File: src/cache_pkg.sv
`default_nettype none

package cache_pkg;

  localparam int unsigned WORD_W = 32;          // Data word bits
  localparam int unsigned BE_W   = WORD_W / 8;  // One enable per byte
  localparam int unsigned ADDR_W = 32;          // Byte address bits

  typedef logic [WORD_W-1:0] word_t;  // One data word
  typedef logic [BE_W-1:0]   be_t;    // Byte-lane write enables
  typedef logic [ADDR_W-1:0] addr_t;  // Byte address, low 2 bits unused

  // Lookup strobe into both ways
  typedef struct packed {
    logic  valid;  // Single-cycle lookup pulse
    addr_t addr;   // Address to look up
  } lkup_req_t;

  // Write into one chosen way
  typedef struct packed {
    logic  valid;  // Single-cycle write pulse
    logic  way;    // Target way
    addr_t addr;   // Sets index and new tag
    be_t   be;     // Data byte lanes to write
    word_t data;   // Write data
  } wr_req_t;

  // Result of one way for the pending lookup
  typedef struct packed {
    logic  hit;   // Valid entry with matching tag
    word_t data;  // Word read from this way
  } way_res_t;

endpackage

`default_nettype wire

File: src/way_select.sv
`timescale 1ns/1ps
`default_nettype none

module way_select #(
  parameter int unsigned SETS = 256
) (
  input  wire                       clk0,
  input  wire                       reset_i,
  input  wire cache_pkg::lkup_req_t lkup_i,
  input  wire cache_pkg::wr_req_t   wr_i,
  input  wire cache_pkg::way_res_t  res0_i,
  input  wire cache_pkg::way_res_t  res1_i,
  input  wire                       res_valid_i,
  output logic                      hit_o,
  output cache_pkg::word_t          rdata_o,
  output logic                      victim_o,
  output logic                      rsp_valid_o
);

  import cache_pkg::*;

  localparam int unsigned IDX_W = $clog2(SETS);  // Set index bits

  typedef logic [IDX_W-1:0] idx_t;  // Set index

  idx_t            lkup_idx;  // Index of incoming lookup
  idx_t            wr_idx;    // Index of incoming write
  idx_t            idx_q;     // Index of pending lookup
  logic [SETS-1:0] lru_q;     // Next way to replace, per set
  logic            victim_q;  // LRU bit sampled at lookup
  logic            hit_way;   // Way that hit, when hit_o

  assign lkup_idx = lkup_i.addr[IDX_W+1:2];
  assign wr_idx   = wr_i.addr[IDX_W+1:2];

  // Combine way results
  assign hit_o   = res0_i.hit || res1_i.hit;
  assign hit_way = res1_i.hit;  // Way 0 otherwise
  assign rsp_valid_o = res_valid_i;  // No added latency

  always_comb begin
    if (res0_i.hit) begin
      rdata_o = res0_i.data;
    end else if (res1_i.hit) begin
      rdata_o = res1_i.data;
    end else begin
      rdata_o = '0;  // Zero on miss
    end
  end

  // Victim and index for the lookup in flight
  always_ff @(posedge clk0) begin
    if (reset_i) begin
      victim_q <= 1'b0;
    end else if (lkup_i.valid) begin
      victim_q <= lru_q[lkup_idx];  // Value before this edge's updates
    end
  end

  always_ff @(posedge clk0) begin
    if (lkup_i.valid) begin
      idx_q <= lkup_idx;
    end
  end

  assign victim_o = victim_q;

  // LRU update, write assigned last so it wins on the same set
  always_ff @(posedge clk0) begin
    if (reset_i) begin
      lru_q <= '0;  // Victim starts at way 0
    end else begin
      if (hit_o) begin
        lru_q[idx_q] <= ~hit_way;  // Other way becomes LRU
      end
      if (wr_i.valid) begin
        lru_q[wr_idx] <= ~wr_i.way;
      end
    end
  end

  // A tag must live in one way only
  a_one_way_hit: assert property (
    @(posedge clk0) disable iff (reset_i) res_valid_i |-> !(res0_i.hit && res1_i.hit)
  ) else $error("way_select both ways hit the same lookup");

endmodule

`default_nettype wire

File: config.mk
export PLATFORM = sky130hd
export DESIGN_NAME = way_select
export DESIGN_NICKNAME = d
export VERILOG_FILES = /design/src/cache_pkg.sv /design/src/way_select.sv
export SDC_FILE = /design/constraint.sdc
export NUM_CORES = 1
export LEC_CHECK = 0
export BUFFER_PORTS_ARGS = -buffer_cell sky130_fd_sc_hd__buf_2
export CAP_MARGIN = 40
export CORE_MARGIN = 4
export CORE_UTILIZATION = 45
export CTS_CLUSTER_SIZE = 40
export DETAILED_ROUTE_END_ITERATION = 8
export SYNTH_ARGS = -nofsm -noshare
export SYNTH_HDL_FRONTEND = slang
export SYNTH_SLANG_ARGS = --single-unit
File: constraint.sdc
create_clock -name clk0 -period 3.6 [get_ports clk0]
set_input_delay 0.18 -clock clk0 [delete_from_list [all_inputs] [get_ports clk0]]
set_output_delay 0.18 -clock clk0 [all_outputs]
set_load 0.01 [all_outputs]
== Word level (Yosys, flattened, before mapping) ==
Cells that the tools add are included.
Storage, ports and cells
  register bits: 265
  bits of input ports: 172
  output and inout bits: 35
  word-level logic and storage cells: 26
Operators by class
  $lt $le $gt $ge: 5
  multiplexer cells: 13
  bitwise logic cells: 2
  reductions and logical operators: 3
Operators by type and width (number)
  two-way mux 256 bit: 3
  bitwise mux 256 bit: 2
  two-way mux 32 bit: 2
  less-than comparator 8 x 9 -> 1 bit (second input constant): 3
  demux 1 bit (select 8 bit): 2
  >= comparator 8 x 1 -> 1 bit (second input constant): 2
  binary-select mux 1 bit (select 8 bit): 1
  two-way mux 1 bit: 3
  logical AND 1 bit: 2
  inverter 1 bit: 2
  logical OR 1 bit: 1

== Longest topological paths before layout ==
  depth after elaboration: 9
  mapped depth: 10
  gate-level depth less buffers: 7

== Worst setup path before layout ==
OpenSTA, ideal clock, no wires.
  path kind: input to register
  start: input port lkup_i[2] in the netlist's numbering
  end: register victim_q, in the netlist victim_o
  library setup time: 130 ps
  arrival time: 1838 ps
  data required time: 3470 ps
  setup slack: 1632 ps
  cell stages on the path: 6
  path buffers: 1
  cells stage by stage: buf_6 mux4_1 mux4_2 a22o_1 o32ai_2 o22ai_1
Between the ends
  cells in the longest elaborated chain, start to end: 2
RTL lines
  start, declared: RTL line way_select.sv:9  | input wire cache_pkg::lkup_req_t lkup_i,
  binary-select mux 1 bit (select 8 bit): RTL line way_select.sv:56  | victim_q <= lru_q[lkup_idx];
  two-way mux 1 bit (implied by the code): RTL line way_select.sv:56
  end signal, assigned: RTL line way_select.sv:56
  end, declared: RTL line way_select.sv:30  | logic victim_q;
Every way passes these cells. The select of a mux whose other input is x is not followed.
A chain may end at the register's enable or synchronous reset.

== Final worst setup path ==
  start: register idx_q[3]
  end: register lru_q[212]
Between the ends
  cells in the longest elaborated chain, start to end: 9
  elaborated cells between the ends (all ways): 10
  classes of those cells: order compare: 2; mux: 7; reduce/logical: 1
RTL lines
  start, declared: RTL line way_select.sv:28  | idx_t idx_q;
  start signal, assigned: RTL line way_select.sv:62  | idx_q <= lkup_idx;
  less-than comparator 8 x 9 -> 1 bit (implied by the code) / >= comparator 8 x 1 -> 1 bit (equally long branches): RTL line way_select.sv:74  | lru_q[idx_q] <= ~hit_way;
  logical AND 1 bit (implied by the code): RTL line way_select.sv:74
  two-way mux 1 bit (implied by the code): RTL line way_select.sv:74
  demux 1 bit (select 8 bit) (*): RTL line way_select.sv:74
  bitwise mux 256 bit (*): RTL line way_select.sv:74
  two-way mux 256 bit (*): RTL line way_select.sv:73  | if (hit_o) begin
  two-way mux 256 bit (*): RTL line way_select.sv:70  | if (reset_i) begin
  bitwise mux 256 bit: RTL line way_select.sv:77  | lru_q[wr_idx] <= ~wr_i.way;
  two-way mux 256 bit (*): RTL line way_select.sv:76  | if (wr_i.valid) begin
  end signal, assigned by index: RTL line way_select.sv:74
  end signal, assigned by index: RTL line way_select.sv:77
  end, declared: RTL line way_select.sv:29  | logic [SETS-1:0] lru_q;
Every way passes the cells marked *; elsewhere a longest branch is shown, timed or not. The select of a mux whose other input is x is not followed.

==> results.json <==
{
  "outcome": "finished, final reports clean",
  "ctsResizeCount": 0,
  "io_buffer_count": 120,
  "start_util_pct": 45.48,
  "die-width_um": 200.1,
  "worst_setup_path_start_kind": "flip-flop",
  "netlist.area_leader.share_pct": 30.97,
  "rsz0062_at_grt": "false",
  "synth-xor-area-share_pct": 0,
  "synth_compound_area_share_pct": 37.49,
  "worstMarginPinSlew_ns": 0.9352,
  "utilization_pct": 51.07,
  "via_count": 17810,
  "dr.max_layer_used": "met5",
  "critPathBufInv": 1,
  "synth_nets": 2296,
  "synthesis.area_mm2": 0.01661,
  "final.setup.tns_ns": 0,
  "design_area_mm2": 0.01865,
  "skew_ns": 0.01544,
  "drv_cap": 0,
  "final_cell_mix": "a21oi_1 (559), dfxtp_1 (257), a31oi_1 (170)",
  "synth_edf_count": 8,
  "yosysUniqueCellTypes": 52,
  "rows": 70,
  "met1_length_um": 25940,
  "track_usage_pct": 30.09,
  "intPower_uw": 5532,
  "die_h_um": 200.1,
  "cts_sinks": 265,
  "grt.overflow.total": 0,
  "final_net_count": 2247,
  "drc_errors": 0,
  "synth_top_family_by_area": "compound AO/OA/AOI/OAI gates",
  "dp_hpwl_um": 39020,
  "synthFlopType": "dfxtp_1",
  "synth.avg_cell_area_um2": 7.821,
  "area.growth.synth_to_final_pct": 12.28,
  "wl_met3_um": 6885,
  "synth_cells": 2124,
  "critPathKind": "reg -> reg",
  "final_max_slew_viol_count": 0,
  "insertion_delay_ns": 0.53,
  "timing.slew.headroom_pct": 37.31,
  "pwr-share-seq_pct": 39.5,
  "synth-simple-area-share_pct": 13.72,
  "p_switching_uw": 2059,
  "design.core.area_mm2": 0.03652,
  "cts_buffers": 34,
  "placed_cell_area_mm2": 0.01741,
  "cts_tree": "yes",
  "worst_ep_required_time_ns": 3.97,
  "placed_cells": 2505,
  "met2_length_um": 28370,
  "hp-class": "in -> reg",
  "vdd_drop_max_mv": 0.2664,
  "routed_wl_um": 64120,
  "crit_family": "simple AND/OR/NAND/NOR gates",
  "power_frac_clock_pct": 48.9,
  "grt_pass1_vias": 15950,
  "leakagePower_uw": 0.005932,
  "cts.root.buffer_cell": "clkbuf_16",
  "setup_violations": 0,
  "async_flop_share_pct": 0,
  "clkSlewWorstSetupHoldPaths_ns": 0.06,
  "endpoint_kind": "flip-flop",
  "clockBufferDepth": 3,
  "min_period_ns": 2.487,
  "synth.largest_area_cell": "dfxtp_1",
  "critPathSlowestCell": "nor2_1",
  "gp_congestion": 0.9132,
  "pwr_density_cell_mw_per_mm2": 406.9,
  "synth_seq_cells": 265,
  "post-route-period-util_pct": 69.08,
  "yosysWarningCount": 0,
  "grt_start_max_net_pins": 139,
  "die_area_mm2": 0.04005,
  "ant_nets": 0,
  "yosysSeqAreaShare_pct": 32.42,
  "drive_above_1_share_pct": 16.87,
  "critPathMaxFanout": 11,
  "htreeDepth": 2,
  "drtPass1Iterations": 6,
  "path_cells": "nand2b_1, nor2_1, buf_4, a31oi_1, o21ai_0, a21oi_1",
  "synth_area_leaders": "dfxtp_1 (31%), a21oi_1 (17%), mux4_2 (6.5%)",
  "fillerInstances": 3447,
  "drtIter0Drc": 2358,
  "synth_adder_area_share_pct": 0,
  "via_per_inst": 6.929,
  "avgRoutedWirePerCell_um": 24.95,
  "fin_cells": 2570,
  "io_pins": 207,
  "synth.mux.area_fraction_pct": 8.865,
  "arrival_ns": 2.85,
  "max_freq_ghz": 0.4021,
  "hold_viol_final": 0,
  "antenna_found_initial": 5,
  "cp_slowest_stage_delay_ns": 0.78,
  "comb_power_share_pct": 11.6,
  "grt_pass1_wl_um": 97090,
  "p_sw_share_pct": 27.12,
  "layout_commonest_cell": "a21oi_1"
}
[path summary, 6_finish.rpt]
path                                  from    endpoint  slack [ns]  depth (start not counted)
worst max-delay path              idx_q[3]  lru_q[212]        1.11                          6
worst min-delay path             lkup_i[8]    idx_q[6]        0.04                          1
worst max register to register    idx_q[3]  lru_q[212]        1.11                          6
worst min register to register  lru_q[227]  lru_q[227]        0.56                          2
[synth_stat cells (10+ instances only)]
library cell    n
mux2i_1        29
o21ai_0       141
a31oi_1       170
nor3_2         14
a311oi_1       94
nand3_1        29
buf_2          14
mux4_2         48
a21oi_1       559
nand2b_1       15
nand2_1        61
or3_1         161
a22oi_1        13
dfxtp_1       257
clkbuf_1      256
o221ai_1       31
nor2b_1        17
nor3_1         10
a22o_1         33
nor2_1         76
[stage by stage]
step | total power (µW) | hold slack [ns] | worst slack (ns)
6_report | 7591 | 0.04040 | 1.113
5_1_grt | 7786 | 0.02638 | 0.9978
4_1_cts | 7612 | 0.01276 | 1.203
3_5_place_dp | 3918 | 0.3601 | 0.9924
3_3_place_gp | 3898 | 0.3601 | 1.035
2_1_floorplan | 3587 | 0.2789 | 1.632
[cell type report]
class,count,area (µm²),share of cell area [%]
Antenna cell,4,10.01,0.05366
Clock buffer,50,1056,5.661
Tap cell,468,585.6,3.139
Timing Repair Buffer,210,1408,7.546
Inverter,2,7.507,0.04025
Multi-Input combinational cell,1562,10050,53.87
Sequential cell,265,5385,28.87
Clock inverter,9,152.6,0.8183
[flip-flops by register name (all words and copies together) (netlist names)]
| register | cells |
|---|---|
| victim_o | 1 |
| idx_q | 8 |
| lru_q | 256 |
[layer usage]
metal / vias up / GRT usage [%]
met5: - / 0
met4: 2 / 12.59
met3: 159 / 6.233
met2: 1055 / 46.21
met1: 8513 / 41.48
li1: 8078 / -
[power groups by stage]
stage	clock, µW	sequential, µW	combinational, µW
after global routing	3860	3000	928
final	3710	3000	884
after global placement	0	3060	838
after CTS	3750	3000	862
after detailed placement	0	3060	857
after floorplan	0	3050	541
[logic make-up after synthesis]
family	after synthesis
muxes	82
AOI/OAI and AO/OA	1064
buffers and inverters	297
and+or+nand+nor	416
DFF	265
[what timing repair did]
item | 4_1_cts | 5_1_grt
setup endpoints to repair | 0 | 0
hold buffers | 2 | 0
setup buffers | 0 | 0
hold endpoints to repair | 2 | 0
Note: power is estimated with default switching activity, not from simulation.
